### src/vlsu_defs.svh
//////////////////////////////////////////////////
// Vector LSU constants
// Data, address and register file geometry
//////////////////////////////////////////////////

`ifndef VLSU_DEFS_SVH
`define VLSU_DEFS_SVH

// Element word and its byte lanes
`define VLSU_ELEN 32
`define VLSU_ELENB 4

// VRF geometry
`define VLSU_VELE 8
`define VLSU_NR_VREGS 32

`define VLSU_VL_W 8
`define VLSU_ADDR_W 32

// Reorder buffer depth, power of two
`define VLSU_OUTSTANDING 8

`endif
### src/vlsu_pkg.sv
//////////////////////////////////////////////////
// Vector LSU package
// Opcodes, element widths, data types, lane helpers
//////////////////////////////////////////////////

`include "vlsu_defs.svh"

package vlsu_pkg;

  typedef enum logic [1:0] {
    LOAD_UNIT,
    LOAD_STRIDED,
    STORE_UNIT,
    STORE_STRIDED
  } vlsu_op_e;

  typedef enum logic [1:0] {
    EW_8,
    EW_16,
    EW_32
  } vsew_e;

  typedef logic [`VLSU_ELEN-1:0]                          elen_t;
  typedef logic [`VLSU_ELENB-1:0]                         strb_t;
  typedef logic [`VLSU_ADDR_W-1:0]                        mem_addr_t;
  typedef logic [$clog2(`VLSU_NR_VREGS*`VLSU_VELE)-1:0]   vreg_addr_t;
  typedef logic [$clog2(`VLSU_NR_VREGS)-1:0]              vreg_idx_t;
  // Byte count, four times the element count at most
  typedef logic [`VLSU_VL_W+1:0]                          vl_t;
  typedef logic [$clog2(`VLSU_OUTSTANDING)-1:0]           rob_id_t;
  typedef logic [$clog2(`VLSU_ELENB)-1:0]                 offset_t;

  // Rotate a word towards higher byte lanes
  function automatic elen_t rotl_bytes(elen_t data, offset_t sh);
    return (data << (8 * sh)) | (data >> (`VLSU_ELEN - 8 * sh));
  endfunction

  // Byte enables of one element in lane 0
  function automatic strb_t elem_mask(vsew_e ew);
    case (ew)
      EW_8:    return strb_t'(4'b0001);
      EW_16:   return strb_t'(4'b0011);
      default: return strb_t'(4'b1111);
    endcase
  endfunction

endpackage

### src/vlsu_ifs.sv
//////////////////////////////////////////////////
// Vector LSU interfaces
// Decoded request bundle and reorder buffer port
//////////////////////////////////////////////////

`timescale 1ns/1ns

interface vlsu_req_if
  import vlsu_pkg::*;
();
  logic       start;
  logic       busy;
  logic       is_load;
  logic       is_strided;
  logic       single_elem;
  vsew_e      vsew;
  logic [2:0] elem_bytes;
  vl_t        total_bytes;
  mem_addr_t  base;
  mem_addr_t  stride;
  vreg_idx_t  vd;

  modport ctrl (output start, busy, is_load, is_strided, single_elem, vsew,
                elem_bytes, total_bytes, base, stride, vd);
  modport stage (input start, busy, is_load, is_strided, single_elem, vsew,
                 elem_bytes, total_bytes, base, stride, vd);
endinterface

interface rob_if
  import vlsu_pkg::*;
();
  logic    alloc;
  rob_id_t alloc_id;
  logic    full;
  logic    push;
  rob_id_t push_id;
  elen_t   push_data;
  logic    pop;
  logic    head_valid;
  elen_t   head_data;

  modport buffer (input alloc, push, push_id, push_data, pop,
                  output alloc_id, full, head_valid, head_data);
  modport fill (output alloc, push, push_id, push_data, input alloc_id, full);
  modport drain (output pop, input head_valid, head_data);
endinterface

### src/vlsu_top.sv
//////////////////////////////////////////////////
// Vector load/store unit
// Control, memory and VRF stages, reorder buffer
//////////////////////////////////////////////////

`timescale 1ns/1ns
`include "vlsu_defs.svh"

module vlsu_top
  import vlsu_pkg::*;
(
  input  logic                  clk_i,
  input  logic                  rst_i,
  // Request
  input  logic                  req_valid_i,
  output logic                  req_ready_o,
  input  vlsu_op_e              req_op_i,
  input  vsew_e                 req_vsew_i,
  input  logic [`VLSU_VL_W-1:0] req_vl_i,
  input  mem_addr_t             req_base_i,
  input  mem_addr_t             req_stride_i,
  input  vreg_idx_t             req_vd_i,
  output logic                  finished_o,
  // VRF
  output vreg_addr_t            vrf_waddr_o,
  output elen_t                 vrf_wdata_o,
  output logic                  vrf_we_o,
  output strb_t                 vrf_wbe_o,
  input  logic                  vrf_wvalid_i,
  output vreg_addr_t            vrf_raddr_o,
  output logic                  vrf_re_o,
  input  elen_t                 vrf_rdata_i,
  input  logic                  vrf_rvalid_i,
  // Memory
  output logic                  mem_valid_o,
  input  logic                  mem_ready_i,
  output mem_addr_t             mem_addr_o,
  output logic                  mem_we_o,
  output strb_t                 mem_strb_o,
  output elen_t                 mem_wdata_o,
  output rob_id_t               mem_id_o,
  output logic                  mem_last_o,
  input  logic                  mem_result_valid_i,
  input  rob_id_t               mem_result_id_i,
  input  elen_t                 mem_result_rdata_i
);

  logic  mem_done;
  logic  vrf_done;
  logic  st_valid;
  elen_t st_data;
  logic  st_take;

  vlsu_req_if req_bus ();
  rob_if      rob_bus ();

  vlsu_ctrl u_ctrl (
    .clk_i       (clk_i),
    .rst_i       (rst_i),
    .req_valid_i (req_valid_i),
    .req_op_i    (req_op_i),
    .req_vsew_i  (req_vsew_i),
    .req_vl_i    (req_vl_i),
    .req_base_i  (req_base_i),
    .req_stride_i(req_stride_i),
    .req_vd_i    (req_vd_i),
    .req_ready_o (req_ready_o),
    .finished_o  (finished_o),
    .req         (req_bus.ctrl),
    .mem_done_i  (mem_done),
    .vrf_done_i  (vrf_done)
  );

  reorder_buffer #(
    .DEPTH(`VLSU_OUTSTANDING)
  ) u_rob (
    .clk_i(clk_i),
    .rst_i(rst_i),
    .rob  (rob_bus.buffer)
  );

  vlsu_mem_stage u_mem_stage (
    .clk_i             (clk_i),
    .rst_i             (rst_i),
    .req               (req_bus.stage),
    .rob               (rob_bus.fill),
    .st_valid_i        (st_valid),
    .st_data_i         (st_data),
    .st_take_o         (st_take),
    .mem_valid_o       (mem_valid_o),
    .mem_ready_i       (mem_ready_i),
    .mem_addr_o        (mem_addr_o),
    .mem_we_o          (mem_we_o),
    .mem_strb_o        (mem_strb_o),
    .mem_wdata_o       (mem_wdata_o),
    .mem_id_o          (mem_id_o),
    .mem_last_o        (mem_last_o),
    .mem_result_valid_i(mem_result_valid_i),
    .mem_result_id_i   (mem_result_id_i),
    .mem_result_rdata_i(mem_result_rdata_i),
    .done_o            (mem_done)
  );

  vlsu_vrf_stage u_vrf_stage (
    .clk_i       (clk_i),
    .rst_i       (rst_i),
    .req         (req_bus.stage),
    .rob         (rob_bus.drain),
    .st_valid_o  (st_valid),
    .st_data_o   (st_data),
    .st_take_i   (st_take),
    .vrf_waddr_o (vrf_waddr_o),
    .vrf_wdata_o (vrf_wdata_o),
    .vrf_we_o    (vrf_we_o),
    .vrf_wbe_o   (vrf_wbe_o),
    .vrf_wvalid_i(vrf_wvalid_i),
    .vrf_raddr_o (vrf_raddr_o),
    .vrf_re_o    (vrf_re_o),
    .vrf_rdata_i (vrf_rdata_i),
    .vrf_rvalid_i(vrf_rvalid_i),
    .done_o      (vrf_done)
  );

endmodule

### src/vlsu_vrf_stage.sv
//////////////////////////////////////////////////
// VRF stage
// Load write-back with lane alignment, store reads
//////////////////////////////////////////////////

`timescale 1ns/1ns
`include "vlsu_defs.svh"

module vlsu_vrf_stage
  import vlsu_pkg::*;
(
  input  logic       clk_i,
  input  logic       rst_i,
  vlsu_req_if.stage  req,
  rob_if.drain       rob,
  output logic       st_valid_o,
  output elen_t      st_data_o,
  input  logic       st_take_i,
  output vreg_addr_t vrf_waddr_o,
  output elen_t      vrf_wdata_o,
  output logic       vrf_we_o,
  output strb_t      vrf_wbe_o,
  input  logic       vrf_wvalid_i,
  output vreg_addr_t vrf_raddr_o,
  output logic       vrf_re_o,
  input  elen_t      vrf_rdata_i,
  input  logic       vrf_rvalid_i,
  output logic       done_o
);

  vl_t        count;
  logic [2:0] step;
  logic       active;
  logic       advance;
  vreg_addr_t word_addr;
  offset_t    lane;
  offset_t    lane_back;
  offset_t    mem_off;
  strb_t      lane_be;

  vlsu_elem_counter u_counter (
    .clk_i    (clk_i),
    .rst_i    (rst_i),
    .req      (req),
    .advance_i(advance),
    .count_o  (count),
    .step_o   (step),
    .active_o (active),
    .last_o   ()
  );

  assign word_addr = (vreg_addr_t'(req.vd) << $clog2(`VLSU_VELE)) +
                     vreg_addr_t'(count >> $clog2(`VLSU_ELENB));
  assign lane      = offset_t'(count);
  assign lane_back = -lane;

  // Byte lane the element occupied in the memory word
  assign mem_off = req.is_strided ?
                   offset_t'(req.base) + offset_t'((count >> req.vsew) * req.stride) :
                   offset_t'(req.base) + lane;

  always_comb begin
    lane_be = '0;
    if (req.single_elem) begin
      lane_be = elem_mask(req.vsew) << lane;
    end else begin
      for (int k = 0; k < $bits(strb_t); k++) begin
        lane_be[k] = (k < step);
      end
    end
  end

  //////////////////////////////////////////////////
  // Load write-back
  //////////////////////////////////////////////////

  assign vrf_waddr_o = word_addr;
  assign vrf_we_o    = req.is_load && active && rob.head_valid;
  assign vrf_wdata_o = rotl_bytes(rob.head_data, lane - mem_off);
  assign vrf_wbe_o   = lane_be;
  assign rob.pop     = vrf_we_o && vrf_wvalid_i;

  //////////////////////////////////////////////////
  // Store reads
  //////////////////////////////////////////////////

  // Read held until answered, only with room in the hold register
  assign vrf_raddr_o = word_addr;
  assign vrf_re_o    = !req.is_load && active && st_take_i;
  assign st_valid_o  = vrf_re_o && vrf_rvalid_i;
  // Strided element goes to lane 0
  assign st_data_o   = req.is_strided ? rotl_bytes(vrf_rdata_i, lane_back) : vrf_rdata_i;

  assign advance = rob.pop || st_valid_o;
  assign done_o  = !active;

endmodule

### src/vlsu_mem_stage.sv
//////////////////////////////////////////////////
// Memory stage
// Address generation, request issue, store alignment
//////////////////////////////////////////////////

`timescale 1ns/1ns

module vlsu_mem_stage
  import vlsu_pkg::*;
(
  input  logic      clk_i,
  input  logic      rst_i,
  vlsu_req_if.stage req,
  rob_if.fill       rob,
  input  logic      st_valid_i,
  input  elen_t     st_data_i,
  output logic      st_take_o,
  output logic      mem_valid_o,
  input  logic      mem_ready_i,
  output mem_addr_t mem_addr_o,
  output logic      mem_we_o,
  output strb_t     mem_strb_o,
  output elen_t     mem_wdata_o,
  output rob_id_t   mem_id_o,
  output logic      mem_last_o,
  input  logic      mem_result_valid_i,
  input  rob_id_t   mem_result_id_i,
  input  elen_t     mem_result_rdata_i,
  output logic      done_o
);

  vl_t        count;
  logic [2:0] step;
  logic       active;
  logic       fire;
  mem_addr_t  elem_addr;
  offset_t    offset;
  strb_t      lane_strb;
  logic       hold_valid_q;
  elen_t      hold_data_q;

  vlsu_elem_counter u_counter (
    .clk_i    (clk_i),
    .rst_i    (rst_i),
    .req      (req),
    .advance_i(fire),
    .count_o  (count),
    .step_o   (step),
    .active_o (active),
    .last_o   (mem_last_o)
  );

  //////////////////////////////////////////////////
  // Address and strobe
  //////////////////////////////////////////////////

  always_comb begin
    if (req.is_strided) begin
      elem_addr = req.base + mem_addr_t'(count >> req.vsew) * req.stride;
    end else begin
      elem_addr = req.base + mem_addr_t'(count);
    end
  end

  assign offset     = elem_addr[$bits(offset_t)-1:0];
  assign mem_addr_o = {elem_addr[$bits(mem_addr_t)-1:$bits(offset_t)], offset_t'(0)};

  always_comb begin
    lane_strb = '0;
    if (req.single_elem) begin
      lane_strb = elem_mask(req.vsew) << offset;
    end else begin
      for (int k = 0; k < $bits(strb_t); k++) begin
        lane_strb[k] = (k < step);
      end
    end
  end

  // Loads wait for a free tag, stores for a held word
  assign mem_valid_o = active && (req.is_load ? !rob.full : hold_valid_q);
  assign fire        = mem_valid_o && mem_ready_i;
  assign mem_we_o    = !req.is_load;
  assign mem_strb_o  = lane_strb;
  assign mem_id_o    = rob.alloc_id;
  assign done_o      = !active;

  // Strided words arrive in lane 0, unit-stride words in VRF lanes
  assign mem_wdata_o = rotl_bytes(hold_data_q,
                                  req.is_strided ? offset : offset_t'(req.base));

  // Load tags and returning results
  assign rob.alloc     = fire && req.is_load;
  assign rob.push      = mem_result_valid_i;
  assign rob.push_id   = mem_result_id_i;
  assign rob.push_data = mem_result_rdata_i;

  //////////////////////////////////////////////////
  // Store hold register
  //////////////////////////////////////////////////

  assign st_take_o = !hold_valid_q || (fire && !req.is_load);

  always_ff @(posedge clk_i) begin
    if (rst_i) begin
      hold_valid_q <= 1'b0;
    end else if (st_valid_i && st_take_o) begin
      hold_valid_q <= 1'b1;
    end else if (fire && !req.is_load) begin
      hold_valid_q <= 1'b0;
    end
  end

  always_ff @(posedge clk_i) begin
    if (st_valid_i && st_take_o) begin
      hold_data_q <= st_data_i;
    end
  end

  a_req_stable: assert property (@(posedge clk_i) disable iff (rst_i)
    mem_valid_o && !mem_ready_i |=> mem_valid_o && $stable(mem_addr_o) &&
    $stable(mem_strb_o) && $stable(mem_wdata_o) && $stable(mem_id_o));

endmodule

### src/reorder_buffer.sv
//////////////////////////////////////////////////
// Reorder buffer
// Tags loads, takes results in any order, drains in order
//////////////////////////////////////////////////

`timescale 1ns/1ns

module reorder_buffer
  import vlsu_pkg::*;
#(
  parameter int unsigned DEPTH = 8
) (
  input logic   clk_i,
  input logic   rst_i,
  rob_if.buffer rob
);

  elen_t                  data_q [DEPTH];
  logic [DEPTH-1:0]       valid_q;
  rob_id_t                alloc_ptr_q;
  rob_id_t                head_ptr_q;
  logic [$clog2(DEPTH):0] used_q;

  function automatic rob_id_t next_id(rob_id_t id);
    return (id == rob_id_t'(DEPTH - 1)) ? '0 : id + 1'b1;
  endfunction

  assign rob.alloc_id   = alloc_ptr_q;
  assign rob.full       = (used_q == DEPTH);
  assign rob.head_valid = valid_q[head_ptr_q];
  assign rob.head_data  = data_q[head_ptr_q];

  //////////////////////////////////////////////////
  // Pointers and occupancy
  //////////////////////////////////////////////////

  always_ff @(posedge clk_i) begin
    if (rst_i) begin
      alloc_ptr_q <= '0;
      head_ptr_q  <= '0;
      used_q      <= '0;
      valid_q     <= '0;
    end else begin
      if (rob.alloc) begin
        alloc_ptr_q <= next_id(alloc_ptr_q);
      end
      if (rob.pop) begin
        valid_q[head_ptr_q] <= 1'b0;
        head_ptr_q          <= next_id(head_ptr_q);
      end
      // A pushed ID is never the one popping this cycle
      if (rob.push) begin
        valid_q[rob.push_id] <= 1'b1;
      end
      if (rob.alloc && !rob.pop) begin
        used_q <= used_q + 1'b1;
      end else if (!rob.alloc && rob.pop) begin
        used_q <= used_q - 1'b1;
      end
    end
  end

  always_ff @(posedge clk_i) begin
    if (rob.push) begin
      data_q[rob.push_id] <= rob.push_data;
    end
  end

  a_no_alloc_full: assert property (@(posedge clk_i) disable iff (rst_i)
    rob.alloc |-> !rob.full);

  a_no_pop_unwritten: assert property (@(posedge clk_i) disable iff (rst_i)
    rob.pop |-> rob.head_valid);

endmodule

### src/vlsu_elem_counter.sv
//////////////////////////////////////////////////
// Byte progress counter
// Steps through a request in element or word beats
//////////////////////////////////////////////////

`timescale 1ns/1ns

module vlsu_elem_counter
  import vlsu_pkg::*;
(
  input  logic       clk_i,
  input  logic       rst_i,
  vlsu_req_if.stage  req,
  input  logic       advance_i,
  output vl_t        count_o,
  output logic [2:0] step_o,
  output logic       active_o,
  output logic       last_o
);

  vl_t        count_q;
  vl_t        remaining;
  logic [2:0] unit;

  assign remaining = req.total_bytes - count_q;
  // One element per beat when strided or unaligned
  assign unit      = req.single_elem ? req.elem_bytes : 3'd4;
  assign active_o  = req.busy && (remaining != '0);
  assign last_o    = active_o && (remaining <= vl_t'(unit));
  // Tail beat takes what is left
  assign step_o    = last_o ? remaining[2:0] : unit;
  assign count_o   = count_q;

  always_ff @(posedge clk_i) begin
    if (rst_i) begin
      count_q <= '0;
    end else if (req.start) begin
      count_q <= '0;
    end else if (advance_i && active_o) begin
      count_q <= count_q + vl_t'(step_o);
    end
  end

endmodule

### src/vlsu_ctrl.sv
//////////////////////////////////////////////////
// Vector LSU control
// Latches one request and tracks it to the end
//////////////////////////////////////////////////

`timescale 1ns/1ns
`include "vlsu_defs.svh"

module vlsu_ctrl
  import vlsu_pkg::*;
(
  input  logic                  clk_i,
  input  logic                  rst_i,
  input  logic                  req_valid_i,
  input  vlsu_op_e              req_op_i,
  input  vsew_e                 req_vsew_i,
  input  logic [`VLSU_VL_W-1:0] req_vl_i,
  input  mem_addr_t             req_base_i,
  input  mem_addr_t             req_stride_i,
  input  vreg_idx_t             req_vd_i,
  output logic                  req_ready_o,
  output logic                  finished_o,
  vlsu_req_if.ctrl              req,
  input  logic                  mem_done_i,
  input  logic                  vrf_done_i
);

  vlsu_op_e  op_q;
  vsew_e     vsew_q;
  vl_t       bytes_q;
  mem_addr_t base_q;
  mem_addr_t stride_q;
  vreg_idx_t vd_q;
  logic      busy_q;
  logic      accept;

  assign req_ready_o = !busy_q;
  assign accept      = req_valid_i && req_ready_o;
  assign finished_o  = busy_q && mem_done_i && vrf_done_i;

  always_ff @(posedge clk_i) begin
    if (accept) begin
      op_q     <= req_op_i;
      vsew_q   <= req_vsew_i;
      // Element count to byte count
      bytes_q  <= vl_t'(req_vl_i) << req_vsew_i;
      base_q   <= req_base_i;
      stride_q <= req_stride_i;
      vd_q     <= req_vd_i;
    end
  end

  // Zero-length requests are consumed without going busy
  always_ff @(posedge clk_i) begin
    if (rst_i) begin
      busy_q <= 1'b0;
    end else if (accept && (req_vl_i != '0)) begin
      busy_q <= 1'b1;
    end else if (finished_o) begin
      busy_q <= 1'b0;
    end
  end

  // Decode
  assign req.start       = accept && (req_vl_i != '0);
  assign req.busy        = busy_q;
  assign req.is_load     = (op_q == LOAD_UNIT) || (op_q == LOAD_STRIDED);
  assign req.is_strided  = (op_q == LOAD_STRIDED) || (op_q == STORE_STRIDED);
  assign req.single_elem = req.is_strided || (base_q[1:0] != 2'b00);
  assign req.vsew        = vsew_q;
  assign req.elem_bytes  = 3'd1 << vsew_q;
  assign req.total_bytes = bytes_q;
  assign req.base        = base_q;
  assign req.stride      = stride_q;
  assign req.vd          = vd_q;

  // A started request keeps both stages active for at least one beat
  a_start_not_done: assert property (@(posedge clk_i) disable iff (rst_i)
    req.start |=> !mem_done_i && !vrf_done_i);

endmodule

### config.mk
export PLATFORM = sky130hd
export DESIGN_NAME = vlsu_top
export DESIGN_NICKNAME = d
export VERILOG_FILES = /design/src/vlsu_pkg.sv /design/src/vlsu_ifs.sv /design/src/vlsu_top.sv /design/src/vlsu_vrf_stage.sv /design/src/vlsu_mem_stage.sv /design/src/reorder_buffer.sv /design/src/vlsu_elem_counter.sv /design/src/vlsu_ctrl.sv
export VERILOG_INCLUDE_DIRS = /design/src /design/src/src
export SDC_FILE = /design/constraint.sdc
export NUM_CORES = 1
export LEC_CHECK = 0
export ABC_AREA = 1
export BUFFER_PORTS_ARGS = -buffer_cell sky130_fd_sc_hd__buf_2
export CAP_MARGIN = 10
export CORE_MARGIN = 5
export CORE_UTILIZATION = 55
export DETAILED_ROUTE_END_ITERATION = 7
export PLACE_DENSITY = 0.78
export SYNTH_ARGS = -nofsm -noshare
export SYNTH_HDL_FRONTEND = slang
export SYNTH_SLANG_ARGS = --single-unit
### constraint.sdc
create_clock -name clk_i -period 18.15 [get_ports clk_i]
set_clock_uncertainty 0.15 [all_clocks]
set_input_delay 1.815 -clock clk_i [delete_from_list [all_inputs] [get_ports clk_i]]
set_output_delay 1.815 -clock clk_i [all_outputs]
set_load 0.1 [all_outputs]
# [Yosys cells after proc, flatten, opt, wreduce, memory -nomap -nowiden]
# Memories as Yosys holds them, arrays and structs flattened. A register that Yosys moved wholly into a read port is not among the register bits.
# Cells that the tools add are included.
[totals] regBits=155 memories=1 inputBits=155 word_cells=155 mem_bits_rw=256 romBits=0 latchBits=0 out_inout_bits=130
[memory_table] memory="u_rob.data_q" words=8 word_bits=32 read_ports=1 rd_clocked_by_memory_dff=1 wr=1 line_no="reorder_buffer.sv:18" source="elen_t data_q [DEPTH];"
[classes] n_shift=12 n_eq_ne=6 muxes=33 bitwise_logic=6 add_sub_neg=18 n_mul=2 order_cmp=14 n_div=0 n_reduce_logical=48
[ops] op="OR 32 bit" n=3
[ops] op="<< shifter 32 x 5 -> 32 bit" n=3
[ops] op="right shift 32 x 32 -> 32 bit" n=3
[ops] op="two-way mux 32 bit" n=2
[ops] op="right shift 10 x 2 -> 32 bit" n=2
[ops] op="adder 32 x 10 -> 32 bit" n=1
[ops] op="adder 32 bit" n=1
[ops] op="multiplier 32 x 32 -> 2 bit" n=1
[ops] op="multiplier 32 x 32 -> 32 bit" n=1
[ops] op="logical AND 1 bit" n=25
[ops] op="two-way mux 8 bit" n=3
[ops] op="two-way mux 3 bit" n=7
[ops] op="subtractor 6 x 5 -> 7 bit (first input constant)" n=3
[ops] op="adder 10 x 3 -> 10 bit" n=2
[ops] op="less-or-equal comparator 10 x 3 -> 1 bit" n=2
[ops] op="two-way mux 4 bit" n=5
[ops] op="nonzero test 10 bit" n=2
[ops] op="subtractor 10 bit" n=2
[ops] op="< comparator 1 x 3 -> 1 bit (first input constant)" n=4
[ops] op="< comparator 2 x 3 -> 1 bit (first input constant)" n=4
[ops] op="two-way mux 1 bit" n=10
[ops] op="<< shifter 8 x 2 -> 10 bit" n=1
[ops] op="adder 8 bit" n=1
[ops] op="bitwise AND 8 bit" n=1
[ops] op="other kinds (26)" n=50

# [Logic depth before layout (Yosys ltp)]
[depth] word_depth=11 ltp_mapped=36

# [By module]
# Synthesis repeated with hierarchy kept, for this count alone.
[unflattened] cells_unflattened=3975 area_unflattened_um2=33819.9
[by_module_without_submodules] module="vlsu_mem_stage" seq_area_each_um2=980.9 area_per_inst_um2=14478.9 instances=1 cells_per_inst=1940
[by_module_without_submodules] module="reorder_buffer" seq_area_each_um2=8107.8 area_per_inst_um2=10909.2 instances=1 cells_per_inst=865
[by_module_without_submodules] module="vlsu_vrf_stage" seq_area_each_um2=0.0 area_per_inst_um2=2846.5 instances=1 cells_per_inst=569
[by_module_without_submodules] module="vlsu_elem_counter" seq_area_each_um2=200.2 area_per_inst_um2=1398.8 instances=2 cells_per_inst=232
[by_module_without_submodules] module="vlsu_ctrl" seq_area_each_um2=2512.4 area_per_inst_um2=2787.7 instances=1 cells_per_inst=137

# [Worst setup path after synthesis]
# No wires, ideal clock.
[synth_path] path_type="register -> output" start="reg u_ctrl.vsew_q[0] (netlist: u_ctrl.req.vsew[0])" end="out mem_addr_o[29]" path_buffers=4 stages_incl_launch_ff=29 slack_ns=7.425 arrival_time_ns=8.760 path_cell_list="edfxtp_1 > buf_4 > buf_6 > o211ai_1 > nand2_1 > clkbuf_1 > inv_1 > clkbuf_1 > nor2_1 > fa_1 > fa_1 > inv_1 > fa_1 > fa_1 > inv_1 > ha_1 > ha_1 > fa_1 > inv_1 > fa_1 > inv_1 > ha_1 > inv_1 > nor4_1 > nand3_1 > nand3_1 > a31oi_1 > xor2_1 > o21ai_0"
[synth_between] elab_chain_cells=4
[synth_rtl] item="start, declared" line_no="vlsu_ctrl.sv:29" source="vsew_e vsew_q;"
[synth_rtl] item="start signal, assigned" line_no="vlsu_ctrl.sv:44" source="vsew_q <= req_vsew_i;"
[synth_rtl] item="right shift 10 x 2 -> 32 bit" line_no="vlsu_mem_stage.sv:59" source="elem_addr = req.base + mem_addr_t'(count >> req.vsew) * req.stride;"
[synth_rtl] item="multiplier 32 x 32 -> 32 bit" line_no="vlsu_mem_stage.sv:59"
[synth_rtl] item="adder 32 bit" line_no="vlsu_mem_stage.sv:59"
[synth_rtl] item="two-way mux 32 bit" line_no="vlsu_mem_stage.sv:58" source="if (req.is_strided) begin"
[synth_rtl] item="end, declared" line_no="vlsu_top.sv:37" source="output mem_addr_t mem_addr_o,"
# No other way between the ends.

# [Worst setup path in the final report]
[layout_path] start="reg u_ctrl.vsew_q[1] (netlist: u_ctrl.req.vsew[1])" end="out mem_addr_o[25]"
# The elaborated chain is that of the path after synthesis.

==> flow_summary.ini <==
[min_path]
hold_class = reg2reg
min_from = u_rob.rob.alloc_id[1]

[synth]
synth_edf_count = 371
ys_types = 63
synthTopCellsByCount = nand2_1, inv_1, nor2_1
ys_seq_elements = 414
ys_top_cells_by_area = edfxtp_1, fa_1, ha_1
ys_seq_area_share_pct = 36.7
ys.flop_type = edfxtp_1
yosysMostFrequentCell = nand2_1
synth_cells = 3776
avgSynthCellArea_sq_um = 8.67
yosys_warnings = 0
synth_top_area_share_pct = 34.0
synth_area_leader_cell = edfxtp_1
synthArstFlopShare_pct = 0
netlist_area_sq_um = 32700

[cts]
cts_resized = 0
post-cts-setup-buffers = 0
cts_buffers = 46
cts_tree = done
clkSlewWorstSetupHoldPaths_ns = 0.05
insertion_delay_ns = 0.62
postCtsHoldBufs = 0
clockRootBuffer = clkbuf_16
cts.sinks = 414
cts_buffer_depth = 3
cts-htree-levels = 2

[global_routing]
globalRouteOverflowTotal = 0
grt_pass1_wl_mm = 143
grt_start_max_net_pins = 85
grt_use_total_pct = 28.0
antenna_found_initial = 12
grt_pass1_vias = 26300

[critical_path]
cp-startpoint = u_ctrl.req.vsew[1]
rrSetupSlack_ns = 13.01
required_ns = 16.19
cp.arrival_ns = 8.90
reg2reg_depth = 13
end_kind = primary output
worst_path_largest_cell_delay_ns = 0.66
crit_slowest_cell = edfxtp_1
cp_max_fo = 15
r2r-end = u_mem_stage.hold_data_q[19]
crit_path_end = mem_addr_o[25]
r2r-start = u_vrf_stage.u_counter.count_o[0]
critPathKind = reg2out
start_kind = register

[sta]
setup_viol = 0
fin_crit_ns = 10.86
fin_crit_sh_pct = 59.8
drv_slew = 0
worst_pin_slew_ns = 1.10
hold_viol_final = 0
slew_headroom_pct = 26.1
rsz0062_at_grt = false
timing.fmax_mhz = 92.1
whs_ns = 0.343
fin_setup_tns_ns = 0

[layout]
fin_cells = 4800
drive_above_1_share_pct = 10.9
fillers = 5016
utilization_pct = 61.4
layout.nets = 4595
syn2layout_area_growth_pct = 10.7

[floorplanning]
die_y_microns = 254
start_util_pct = 55.5
dieArea_sq_um = 64500
ios = 285
die_x_microns = 254
rows = 89
core_area_sq_um = 59000

[routing]
drt_first_pass_iters = 6
drt_iter0_drc = 2493
route.vias.total = 27300
vias_per_cell = 5.69
drcViolationCount = 0
antenna_left = 0
wl_per_cell_microns = 19.2
wirelength_mm = 92.2

[power]
p_total_w = 0.00543
peakVddDrop_mv = 0.729
p_per_area_nw_per_um2 = 150
p_leak_nw = 16.7

[run]
max-cap-violations = 0

[placed_design]
io_buffers = 282
place.gp.congestion = 0.971
dp_cells = 4707
hpwlAfterDp_mm = 67.2

[outcome]
outcome = completed
==> area by class of cell <==
class	instances	area (sq um)	area share [%]
Inverter	593	2230	6.15
Sequential cell	414	12000	33.1
Timing Repair Buffer	309	1610	4.45
Clock buffer	63	1260	3.49
Antenna cell	8	20.0	0.0552
Tap cell	773	967	2.67
Multi-Input combinational cell	2618	17900	49.4
Clock inverter	22	245	0.677
==> metal layers <==
layer | GRT usage [%] | vias up | part of all wire [%]
li1 | - | 12900 | -
met1 | 37.7 | 12900 | 40
met2 | 44.5 | 1297 | 46
met3 | 6.72 | 221 | 9.8
met4 | 10.3 | 10 | 4.0
met5 | 0 | - | 0.053
==> state kept, by name, indices dropped and copies added, names as in the netlist, 3 cells and up, named ones only <==
name	cells
u_rob.valid_q	8
u_ctrl.req.base	32
u_ctrl.req.stride	32
u_mem_stage.hold_data_q	32
u_rob.head_ptr_q	3
u_ctrl.req.vd	5
u_rob.data_q	256
u_ctrl.req.total_bytes	10
u_mem_stage.u_counter.count_o	10
u_rob.used_q	4
u_vrf_stage.u_counter.count_o	10
u_rob.rob.alloc_id	3
==> per-stage QoR <==
step	cell area, sq um	worst slack (ns)
floorplan	32700	7.42
global placement	34700	8.16
detailed placement	34700	7.99
CTS	36200	7.30
global route	36200	6.72
finish	36200	7.29
==> critical path: cells and delay by family (launching register included) <==
family,cells,cell delay (ns)
adder cells (fa/ha/maj),9,4.10
buffers and inverters,7,1.49
AO/OA/AOI/OAI,6,1.15
AND/OR/NAND/NOR,6,0.88
flip-flops,1,0.66
==> report_power, final <==
group          internal, W  total [W]  switching [W]
sequential         0.00108    0.00111      0.0000268
combinational     0.000882    0.00340        0.00251
clock             0.000523   0.000927       0.000403
total              0.00249    0.00543        0.00294
==> logic make-up (layout without fill, tap and decap cells) <==
| kind of cell | after synthesis | count (layout) | synth area share (%) |
|---|---|---|---|
| AO/OA/AOI/OAI | 668 | 668 | 11.9 |
| XOR/XNOR | 73 | 73 | 1.95 |
| adder cells (fa/ha/maj) | 458 | 458 | 22.8 |
| buffers and inverters | 745 | 987 | 8.90 |
| flip-flops | 414 | 414 | 36.7 |
| multiplexers | 6 | 6 | 0.183 |
| other | 1 | 10 | 0.0115 |
| AND/OR/NAND/NOR | 1411 | 1411 | 17.6 |
==> worst min-delay path by stage <==
stage | endpoint | slack (ns) | cells past startpoint
6_report | u_rob.rob.alloc_id[1] | 0.34 | 2
5_1_grt | u_rob.used_q[3] | 0.38 | 2
4_1_cts | u_rob.rob.alloc_id[1] | 0.34 | 2
3_5_place_dp | u_rob.rob.alloc_id[1] | 0.34 | 2
3_3_place_gp | u_rob.used_q[3] | 0.34 | 2
2_1_floorplan | u_mem_stage.u_counter.count_o[3] | 0.31 | 1
==> cells in the final DEF (no fill, tap or decap), drive strengths merged, types with 17 or more instances in the layout <==
cell type	Yosys	routed
a21oi	207	207
o21bai	17	17
xnor2	27	27
fa	231	231
o22ai	59	59
buf	45	309
nor2	452	452
clkbuf	107	63
ha	227	227
o21ai	258	258
dfxtp	43	43
o221ai	18	18
nor3	45	45
inv	580	580
clkinv	13	31
nand3	150	150
o211ai	29	29
edfxtp	371	371
nand4	17	17
xor2	46	46
nand2	720	720
No activity file was read; power rests on OpenSTA's default activity.
